### src/common/cpu_params.svh
`ifndef CPU_PARAMS_SVH
`define CPU_PARAMS_SVH

////////////////////////////////////////////////////////////////////////////
// core sizing.
////////////////////////////////////////////////////////////////////////////

`define XLEN 32           // data and address width.
`define REG_ADDR_BITS 5   // 32 registers.

////////////////////////////////////////////////////////////////////////////
// boot.
////////////////////////////////////////////////////////////////////////////

`define RESET_PC 32'h4000_0000

`endif
### src/common/core_pkg.sv
`default_nettype none

`include "cpu_params.svh"

package core_pkg;

    typedef logic [`XLEN-1:0] word_t;

    typedef enum logic [2:0] {
        stage_fetch,
        stage_decode,
        stage_execute,
        stage_memory,     // lw and sw only.
        stage_writeback
    } stage_t;

endpackage

`default_nettype wire

### src/common/isa_pkg.sv
`default_nettype none

package isa_pkg;

    // major opcodes of the supported subset.
    typedef enum logic [6:0] {
        op_load   = 7'b0000011,
        op_custom = 7'b0001011,   // halt lives here.
        op_imm    = 7'b0010011,
        op_auipc  = 7'b0010111,
        op_store  = 7'b0100011,
        op_reg    = 7'b0110011,
        op_lui    = 7'b0110111,
        op_branch = 7'b1100011,
        op_jalr   = 7'b1100111,
        op_jal    = 7'b1101111
    } opcode_t;

    typedef enum logic [3:0] {
        cls_alu, cls_load, cls_store, cls_branch, cls_jal,
        cls_jalr, cls_lui, cls_auipc, cls_halt, cls_illegal
    } instr_class_t;

    typedef enum logic [3:0] {
        alu_add, alu_sub, alu_sll, alu_srl, alu_sra,
        alu_xor, alu_or, alu_and, alu_slt, alu_sltu
    } alu_op_t;

    // values are the branch funct3 codes.
    typedef enum logic [2:0] {
        br_eq = 3'd0, br_ne = 3'd1, br_lt = 3'd4,
        br_ge = 3'd5, br_ltu = 3'd6, br_geu = 3'd7
    } branch_cond_t;

endpackage

`default_nettype wire

### src/core/cpu_top.sv
`timescale 1ns/1ns
`default_nettype none

`include "cpu_params.svh"

module cpu_top (
    input wire clk,
    input wire nreset,
    output core_pkg::word_t mem_address,
    output core_pkg::word_t mem_wdata,
    output logic mem_we,
    output logic mem_req,
    input wire core_pkg::word_t mem_rdata,
    input wire mem_ready,
    output logic hlt,
    output logic error
);
    core_pkg::word_t instruction;
    isa_pkg::instr_class_t instr_class;
    isa_pkg::alu_op_t alu_op;
    isa_pkg::branch_cond_t branch_cond;
    logic use_imm;
    core_pkg::word_t imm;
    logic [`REG_ADDR_BITS-1:0] rs1;
    logic [`REG_ADDR_BITS-1:0] rs2;
    logic [`REG_ADDR_BITS-1:0] rd;
    core_pkg::word_t rs1_data;
    core_pkg::word_t rs2_data;
    core_pkg::word_t alu_result;
    logic taken;
    logic rd_we;
    core_pkg::word_t rd_data;

    sequencer u_sequencer (
        .clk(clk), .nreset(nreset),
        .mem_rdata(mem_rdata), .mem_ready(mem_ready),
        .instr_class(instr_class), .imm(imm),
        .rs1_data(rs1_data), .rs2_data(rs2_data),
        .alu_result(alu_result), .taken(taken),
        .instruction(instruction),
        .mem_address(mem_address), .mem_wdata(mem_wdata),
        .mem_we(mem_we), .mem_req(mem_req),
        .rd_we(rd_we), .rd_data(rd_data),
        .hlt(hlt), .error(error)
    );

    decoder u_decoder (
        .instruction(instruction), .instr_class(instr_class),
        .alu_op(alu_op), .use_imm(use_imm), .branch_cond(branch_cond),
        .imm(imm), .rs1(rs1), .rs2(rs2), .rd(rd)
    );

    alu u_alu (
        .alu_op(alu_op), .use_imm(use_imm), .branch_cond(branch_cond),
        .rs1_data(rs1_data), .rs2_data(rs2_data), .imm(imm),
        .result(alu_result), .taken(taken)
    );

    reg_file u_reg_file (
        .clk(clk), .rs1(rs1), .rs2(rs2),
        .rd_we(rd_we), .rd(rd), .rd_data(rd_data),
        .rs1_data(rs1_data), .rs2_data(rs2_data)
    );

endmodule

`default_nettype wire

### src/core/sequencer.sv
`timescale 1ns/1ns
`default_nettype none

`include "cpu_params.svh"

module sequencer (
    input wire clk,
    input wire nreset,
    input wire core_pkg::word_t mem_rdata,
    input wire mem_ready,
    input wire isa_pkg::instr_class_t instr_class,
    input wire core_pkg::word_t imm,
    input wire core_pkg::word_t rs1_data,
    input wire core_pkg::word_t rs2_data,
    input wire core_pkg::word_t alu_result,
    input wire taken,
    output core_pkg::word_t instruction,
    output core_pkg::word_t mem_address,
    output core_pkg::word_t mem_wdata,
    output logic mem_we,
    output logic mem_req,
    output logic rd_we,
    output core_pkg::word_t rd_data,
    output logic hlt,
    output logic error
);
    core_pkg::stage_t stage;
    core_pkg::word_t pc;
    core_pkg::word_t pc_plus4;
    core_pkg::word_t jalr_sum;
    core_pkg::word_t next_pc;
    core_pkg::word_t wb_value;
    logic is_mem;
    logic writes_rd;

    assign pc_plus4 = pc + 'd4;
    assign jalr_sum = rs1_data + imm;
    assign is_mem = instr_class inside {isa_pkg::cls_load, isa_pkg::cls_store};
    assign writes_rd = instr_class inside {isa_pkg::cls_alu, isa_pkg::cls_load,
                                           isa_pkg::cls_jal, isa_pkg::cls_jalr,
                                           isa_pkg::cls_lui, isa_pkg::cls_auipc};
    assign rd_we = (stage == core_pkg::stage_writeback) && writes_rd;

    always_comb begin
        case (instr_class)
            isa_pkg::cls_branch: next_pc = taken ? pc + imm : pc_plus4;
            isa_pkg::cls_jal:    next_pc = pc + imm;
            isa_pkg::cls_jalr:   next_pc = {jalr_sum[`XLEN-1:1], 1'b0};
            default:             next_pc = pc_plus4;
        endcase
    end

    // loads overwrite this in the memory stage.
    always_comb begin
        case (instr_class)
            isa_pkg::cls_jal, isa_pkg::cls_jalr: wb_value = pc_plus4;   // link.
            isa_pkg::cls_lui:   wb_value = imm;
            isa_pkg::cls_auipc: wb_value = pc + imm;
            default:            wb_value = alu_result;
        endcase
    end

    ////////////////////////////////////////////////////////////////////////////
    // stage machine and bus handshake.
    ////////////////////////////////////////////////////////////////////////////

    always_ff @(posedge clk) begin
        if (!nreset) begin
            stage <= core_pkg::stage_fetch;
            pc <= `RESET_PC;
            mem_req <= 1'b0;
            mem_we <= 1'b0;
            hlt <= 1'b0;
            error <= 1'b0;
        end else if (!hlt && !error) begin
            case (stage)
                core_pkg::stage_fetch: begin
                    if (!mem_req) begin
                        if (pc[1:0] != 2'b00) begin
                            error <= 1'b1;   // misaligned fetch.
                        end else begin
                            mem_req <= 1'b1;
                            mem_address <= pc;
                        end
                    end else if (mem_ready) begin
                        mem_req <= 1'b0;
                        instruction <= mem_rdata;
                        stage <= core_pkg::stage_decode;
                    end
                end
                core_pkg::stage_decode: begin
                    error <= instr_class == isa_pkg::cls_illegal;
                    hlt <= instr_class == isa_pkg::cls_halt;
                    stage <= core_pkg::stage_execute;
                end
                core_pkg::stage_execute: begin
                    pc <= next_pc;
                    rd_data <= wb_value;
                    if (!is_mem) begin
                        stage <= core_pkg::stage_writeback;
                    end else if (alu_result[1:0] != 2'b00) begin
                        error <= 1'b1;
                    end else begin
                        mem_req <= 1'b1;
                        mem_we <= instr_class == isa_pkg::cls_store;
                        mem_address <= alu_result;
                        mem_wdata <= rs2_data;
                        stage <= core_pkg::stage_memory;
                    end
                end
                core_pkg::stage_memory: begin
                    if (mem_ready) begin
                        mem_req <= 1'b0;
                        mem_we <= 1'b0;
                        rd_data <= mem_rdata;   // ignored for stores.
                        stage <= core_pkg::stage_writeback;
                    end
                end
                default: stage <= core_pkg::stage_fetch;   // writeback.
            endcase
        end
    end

endmodule

`default_nettype wire

### src/core/decoder.sv
`timescale 1ns/1ns
`default_nettype none

`include "cpu_params.svh"

module decoder (
    input wire core_pkg::word_t instruction,
    output isa_pkg::instr_class_t instr_class,
    output isa_pkg::alu_op_t alu_op,
    output logic use_imm,
    output isa_pkg::branch_cond_t branch_cond,
    output core_pkg::word_t imm,
    output logic [`REG_ADDR_BITS-1:0] rs1,
    output logic [`REG_ADDR_BITS-1:0] rs2,
    output logic [`REG_ADDR_BITS-1:0] rd
);
    logic [6:0] opcode;
    logic [2:0] funct3;
    logic [6:0] funct7;
    logic reg_ok;
    logic imm_ok;

    assign opcode = instruction[6:0];
    assign funct3 = instruction[14:12];
    assign funct7 = instruction[31:25];
    assign rd = instruction[11:7];
    assign rs1 = instruction[19:15];
    assign rs2 = instruction[24:20];
    assign branch_cond = isa_pkg::branch_cond_t'(funct3);

    // funct7 only selects sub and sra.
    assign reg_ok = funct7 == 7'h00 || (funct7 == 7'h20 && funct3 inside {3'd0, 3'd5});
    assign imm_ok = !(funct3 inside {3'd1, 3'd5}) || funct7 == 7'h00
                    || (funct3 == 3'd5 && funct7 == 7'h20);

    function automatic isa_pkg::alu_op_t arith_op(input logic [2:0] f3, input logic alt);
        case (f3)
            3'd0:    arith_op = alt ? isa_pkg::alu_sub : isa_pkg::alu_add;
            3'd1:    arith_op = isa_pkg::alu_sll;
            3'd2:    arith_op = isa_pkg::alu_slt;
            3'd3:    arith_op = isa_pkg::alu_sltu;
            3'd4:    arith_op = isa_pkg::alu_xor;
            3'd5:    arith_op = alt ? isa_pkg::alu_sra : isa_pkg::alu_srl;
            3'd6:    arith_op = isa_pkg::alu_or;
            default: arith_op = isa_pkg::alu_and;
        endcase
    endfunction

    always_comb begin
        instr_class = isa_pkg::cls_illegal;
        alu_op = isa_pkg::alu_add;
        use_imm = 1'b1;
        imm = {{20{instruction[31]}}, instruction[31:20]};   // I format.
        case (opcode)
            isa_pkg::op_reg: begin
                use_imm = 1'b0;
                alu_op = arith_op(funct3, funct7[5]);
                if (reg_ok) instr_class = isa_pkg::cls_alu;
            end
            isa_pkg::op_imm: begin
                alu_op = arith_op(funct3, funct3 == 3'd5 && funct7[5]);
                if (imm_ok) instr_class = isa_pkg::cls_alu;
            end
            isa_pkg::op_load: begin
                if (funct3 == 3'd2) instr_class = isa_pkg::cls_load;
            end
            isa_pkg::op_store: begin
                imm = {{21{instruction[31]}}, instruction[30:25], instruction[11:7]};
                if (funct3 == 3'd2) instr_class = isa_pkg::cls_store;
            end
            isa_pkg::op_branch: begin
                use_imm = 1'b0;
                imm = {{20{instruction[31]}}, instruction[7], instruction[30:25],
                       instruction[11:8], 1'b0};
                if (!(funct3 inside {3'd2, 3'd3})) instr_class = isa_pkg::cls_branch;
            end
            isa_pkg::op_jal: begin
                imm = {{12{instruction[31]}}, instruction[19:12], instruction[20],
                       instruction[30:21], 1'b0};
                instr_class = isa_pkg::cls_jal;
            end
            isa_pkg::op_jalr: begin
                if (funct3 == 3'd0) instr_class = isa_pkg::cls_jalr;
            end
            isa_pkg::op_lui: begin
                imm = {instruction[31:12], 12'h000};
                instr_class = isa_pkg::cls_lui;
            end
            isa_pkg::op_auipc: begin
                imm = {instruction[31:12], 12'h000};
                instr_class = isa_pkg::cls_auipc;
            end
            isa_pkg::op_custom: begin
                if (funct3 == 3'd2) instr_class = isa_pkg::cls_halt;
            end
            default: instr_class = isa_pkg::cls_illegal;
        endcase
    end

endmodule

`default_nettype wire

### src/core/alu.sv
`timescale 1ns/1ns
`default_nettype none

`include "cpu_params.svh"

module alu (
    input wire isa_pkg::alu_op_t alu_op,
    input wire use_imm,
    input wire isa_pkg::branch_cond_t branch_cond,
    input wire core_pkg::word_t rs1_data,
    input wire core_pkg::word_t rs2_data,
    input wire core_pkg::word_t imm,
    output core_pkg::word_t result,
    output logic taken
);
    core_pkg::word_t operand_b;
    logic [4:0] shamt;

    assign operand_b = use_imm ? imm : rs2_data;
    assign shamt = operand_b[4:0];

    always_comb begin
        case (alu_op)
            isa_pkg::alu_add:  result = rs1_data + operand_b;
            isa_pkg::alu_sub:  result = rs1_data - operand_b;
            isa_pkg::alu_sll:  result = rs1_data << shamt;
            isa_pkg::alu_srl:  result = rs1_data >> shamt;
            isa_pkg::alu_sra:  result = $signed(rs1_data) >>> shamt;
            isa_pkg::alu_xor:  result = rs1_data ^ operand_b;
            isa_pkg::alu_or:   result = rs1_data | operand_b;
            isa_pkg::alu_and:  result = rs1_data & operand_b;
            isa_pkg::alu_slt:
                result = {{(`XLEN-1){1'b0}}, $signed(rs1_data) < $signed(operand_b)};
            isa_pkg::alu_sltu: result = {{(`XLEN-1){1'b0}}, rs1_data < operand_b};
            default:           result = '0;
        endcase
    end

    // branches always compare the two registers.
    always_comb begin
        case (branch_cond)
            isa_pkg::br_eq:  taken = rs1_data == rs2_data;
            isa_pkg::br_ne:  taken = rs1_data != rs2_data;
            isa_pkg::br_lt:  taken = $signed(rs1_data) < $signed(rs2_data);
            isa_pkg::br_ge:  taken = $signed(rs1_data) >= $signed(rs2_data);
            isa_pkg::br_ltu: taken = rs1_data < rs2_data;
            isa_pkg::br_geu: taken = rs1_data >= rs2_data;
            default:         taken = 1'b0;
        endcase
    end

endmodule

`default_nettype wire

### src/verilog/reg_file.sv
`timescale 1ns/1ns
`default_nettype none

`include "cpu_params.svh"

module reg_file (
    input wire clk,
    input wire [`REG_ADDR_BITS-1:0] rs1,
    input wire [`REG_ADDR_BITS-1:0] rs2,
    input wire rd_we,
    input wire [`REG_ADDR_BITS-1:0] rd,
    input wire core_pkg::word_t rd_data,
    output core_pkg::word_t rs1_data,
    output core_pkg::word_t rs2_data
);
    core_pkg::word_t regs [0:(1 << `REG_ADDR_BITS)-1];

    // x0 is never written.
    always_ff @(posedge clk) begin
        if (rd_we && rd != '0) begin
            regs[rd] <= rd_data;
        end
    end

    // x0 reads as zero.
    always_ff @(posedge clk) begin
        rs1_data <= (rs1 == '0) ? '0 : regs[rs1];
        rs2_data <= (rs2 == '0) ? '0 : regs[rs2];
    end

endmodule

`default_nettype wire

### config.mk
export PLATFORM = sky130hd
export DESIGN_NAME = cpu_top
export DESIGN_NICKNAME = d
export VERILOG_FILES = /design/src/common/core_pkg.sv /design/src/common/isa_pkg.sv /design/src/core/cpu_top.sv /design/src/core/sequencer.sv /design/src/core/decoder.sv /design/src/core/alu.sv /design/src/verilog/reg_file.sv
export VERILOG_INCLUDE_DIRS = /design/src /design/src/common
export SDC_FILE = /design/constraint.sdc
export NUM_CORES = 2
export LEC_CHECK = 0
export BUFFER_PORTS_ARGS = -buffer_cell sky130_fd_sc_hd__buf_2
export CAP_MARGIN = 20
export CORE_ASPECT_RATIO = 0.8
export CORE_MARGIN = 10
export CORE_UTILIZATION = 30
export DETAILED_ROUTE_END_ITERATION = 12
export GPL_ROUTABILITY_DRIVEN = 0
export PLACE_DENSITY_LB_ADDON = 0.1
export SLEW_MARGIN = 20
export SYNTH_ARGS = -nofsm -noshare
export SYNTH_HDL_FRONTEND = slang
export SYNTH_SLANG_ARGS = --single-unit
### constraint.sdc
create_clock -name clk -period 11.35 [get_ports clk]
set_input_delay 2.8375 -clock clk [delete_from_list [all_inputs] [get_ports clk]]
set_output_delay 2.8375 -clock clk [all_outputs]
set_load 0.05 [all_outputs]
==> reports/results.ini <==
[setup_path]
critPathBufInv=3
cp-start-kind=flop
crit_family=simple AND/OR/NAND/NOR gates
crit_fanout=32
critPathArrivalTime_ns=7.91
cpPeakStageDelay_ns=0.85
crit_path_frequent_cell=nand2_1
cp-end-kind=flop
required_ns=11.76
crit_type=flop to flop
cpMaxStageDelayCell=edfxtp_1
path_cells=and3b_1, nand2_1, nand2_1, nor2_1, a21oi_1, nand2_1, a21boi_0, inv_1, ha_1, or4_1, nor3_1, o2111ai_1, nor3_1, o2111ai_1, nand4_1, o211ai_1, buf_4, or2_1, nor4_4, buf_4

[drt]
wl_per_cell_um=35.69
drtAntennaViolNets=0
totalWireLength_mm=302.7
vias_per_cell=5.982
drt_iter0_drc=6395
vias=50730
drt_pre_antenna_iters=7
route.detailed.drc=0

[sta]
finalSetupTns_ns=0
min_period_ns=7.498
rsz0062_at_grt=no
slew_viol_final=0
finalSetupViolCount=0
fmax_mhz=133.4
finClkSkew_ns=0.06041
worst_pin_slew_ns=1.156
hold_violations=0
finalCritPeriodShare_pct=66.06
layout_setup_ws_ns=3.852
max_slew_margin_pct=22.31

[grt]
antenna_found_initial=25
grt_pass1_vias=49570
overflow=0
grt_pass1_wl_mm=416.2
grt_max_degree=122
grt_usage_pct=22.89

[clocking]
clk_path_buf_depth=4
cts_hold_buffers=0
cts_sinks=1255
htreeDepth=4
clkLatencyLatePin_ns=0.83
cts_resized=0
clk_pin_slew_ns=0.07
cts-root-buf=clkbuf_16
cts_tree=built
numCtsBuffers=148
post-cts-setup-buffers=0

[power]
swShare_pct=32.71
power_mw=13.54
internal-power_mw=9.111
p_leak_nw=27.20
peakVddDrop_v=0.0001022
pwr-share-clk_pct=35.2
power.net_switching_mw=4.429
seqPwrFrac_pct=41.2
pwr-share-comb_pct=23.7
power_density_nw_per_um2=168.0

[run]
cap_violations=0

[logic_synthesis]
synth.area.mux_share_pct=21.81
async_flop_share_pct=0
synth_fa_ha_area_share_pct=3.302
ys_top_cells_by_area=edfxtp_1 49%, mux4_2 20%, ha_1 3.2%
synth.avg_cell_area_um2=13.84
yosys_register_bits=1255
synth-edff-count=1152
synth_compound_area_share_pct=11.43
synth_xor_xnor_area_share_pct=1.248
synth_cells=5119
synth_top_family_by_area=multiplexers
yosysSeqAreaShare_pct=51.73
ys_warn_count=0
synth_top_area_cell=edfxtp_1
netlist_area_um2=70860
synth_top_area_share_pct=48.82
synthDistinctLibCells=119
synth-simple-area-share_pct=7.509
synthFlopType=edfxtp_1

[die]
die_w_um=563.4
initial_utilization_pct=30.19
io_pins=103
dieArea_um2=256200
num_rows=159
die_h_um=454.7
core_um2=234800

[placed_design]
port_buffers=102
place_ws_ns=4.118
dp_cells=8207
place_hpwl_mm=201.4

[finish]
instances_no_fill=8481
fillers=22960
drive_gt1_share_pct=23.98
area_growth_pct=13.73
layout_commonest_cell=edfxtp_1
nNetsFinal=5445
layout_common_cells=1152 x edfxtp_1, 640 x mux4_2, 294 x nor2_1

[outcome]
status=finished, final reports clean

[worst_hold_path]
hold_path_class=flop to flop

power groups by stage:
stage / combinational, mW / clock (mW) / sequential [mW]
global route: 3.39 / 5.06 / 5.58
floorplan: 1.86 / 0 / 5.65
global placement: 3.12 / 0 / 5.68
CTS: 3.12 / 4.88 / 5.58
finish: 3.20 / 4.76 / 5.57
detailed placement: 3.11 / 0 / 5.68
metal layers:
metal | wire [µm] | vias up | part of all wire [%] | GRT usage, %
met5 | 136 | - | 0.045 | 0
met4 | 11920 | 20 | 3.9 | 7.846
met3 | 23090 | 485 | 7.6 | 4.381
met2 | 132800 | 2304 | 44 | 34.49
met1 | 134700 | 26910 | 45 | 33.02
li1 | - | 21010 | - | -
synth_stat cells (60+ instances only):
master and instances:
a31oi_1 66, xnor2_1 60, nand3_1 198, nor2_1 327, a21oi_1 259, ha_1 183, buf_1 71, mux2i_1 86
mux4_2 640, nand2_1 235, edfxtp_1 1152, dfxtp_1 103, inv_1 168, nor3_1 82, clkbuf_1 251, o21ai_0 235
a21o_1 100, o211ai_1 64
metrics by stage:
| step | util [%] | hold WS, ns | area (µm²) |
|---|---|---|---|
| after global placement | 32.24 | 0.4398 | 75690 |
| after global routing | 34.32 | 0.4755 | 80570 |
| after floorplan | - | 0.4082 | 70980 |
| after detailed placement | 32.27 | 0.4449 | 75760 |
| final | 34.33 | 0.4606 | 80590 |
| after CTS | 34.26 | 0.4613 | 80430 |
cells by family after synthesis:
kind of cell | count (synthesis)
xor+xnor | 101
simple gates | 1105
fa+ha+maj | 186
other cells | 1
buf+inv | 539
mux | 742
flops | 1255
compound gates | 1190
sequential cells by signal, summed over array words and instances (netlist names), 3 cells and up:
signal	count
u_reg_file.regs	1024
u_sequencer.mem_address	32
u_reg_file.rs2_data	32
u_sequencer.rd_data	32
u_reg_file.rs1_data	32
u_sequencer.instruction	32
u_sequencer.stage	3
u_sequencer.pc	32
u_sequencer.mem_wdata	32
path summary, 6_finish.rpt:
check                                                start                   endpoint  slack (ns)  depth (start not counted)
worst max-delay path            u_sequencer.instruction[6]  u_sequencer.mem_wdata[20]        3.85                         20
worst min-delay path               u_reg_file.rs2_data[22]  u_sequencer.mem_wdata[22]        0.46                          0
worst max register to register  u_sequencer.instruction[6]  u_sequencer.mem_wdata[20]        3.85                         20
worst min register to register     u_reg_file.rs2_data[22]  u_sequencer.mem_wdata[22]        0.46                          0
final cells by class:
cell class	instances	area (µm²)	share of cell area (%)
flip-flops and latches	1255	36660	45.48
multi-input cells	3356	32540	40.38
clock buffers	190	3995	4.957
well taps	3139	3928	4.873
repair buffers	292	2125	2.636
clock inverters	69	683.2	0.8477
inverters	172	645.6	0.8011
diodes	8	20.02	0.02484
Power figures use the tool's default switching activity.
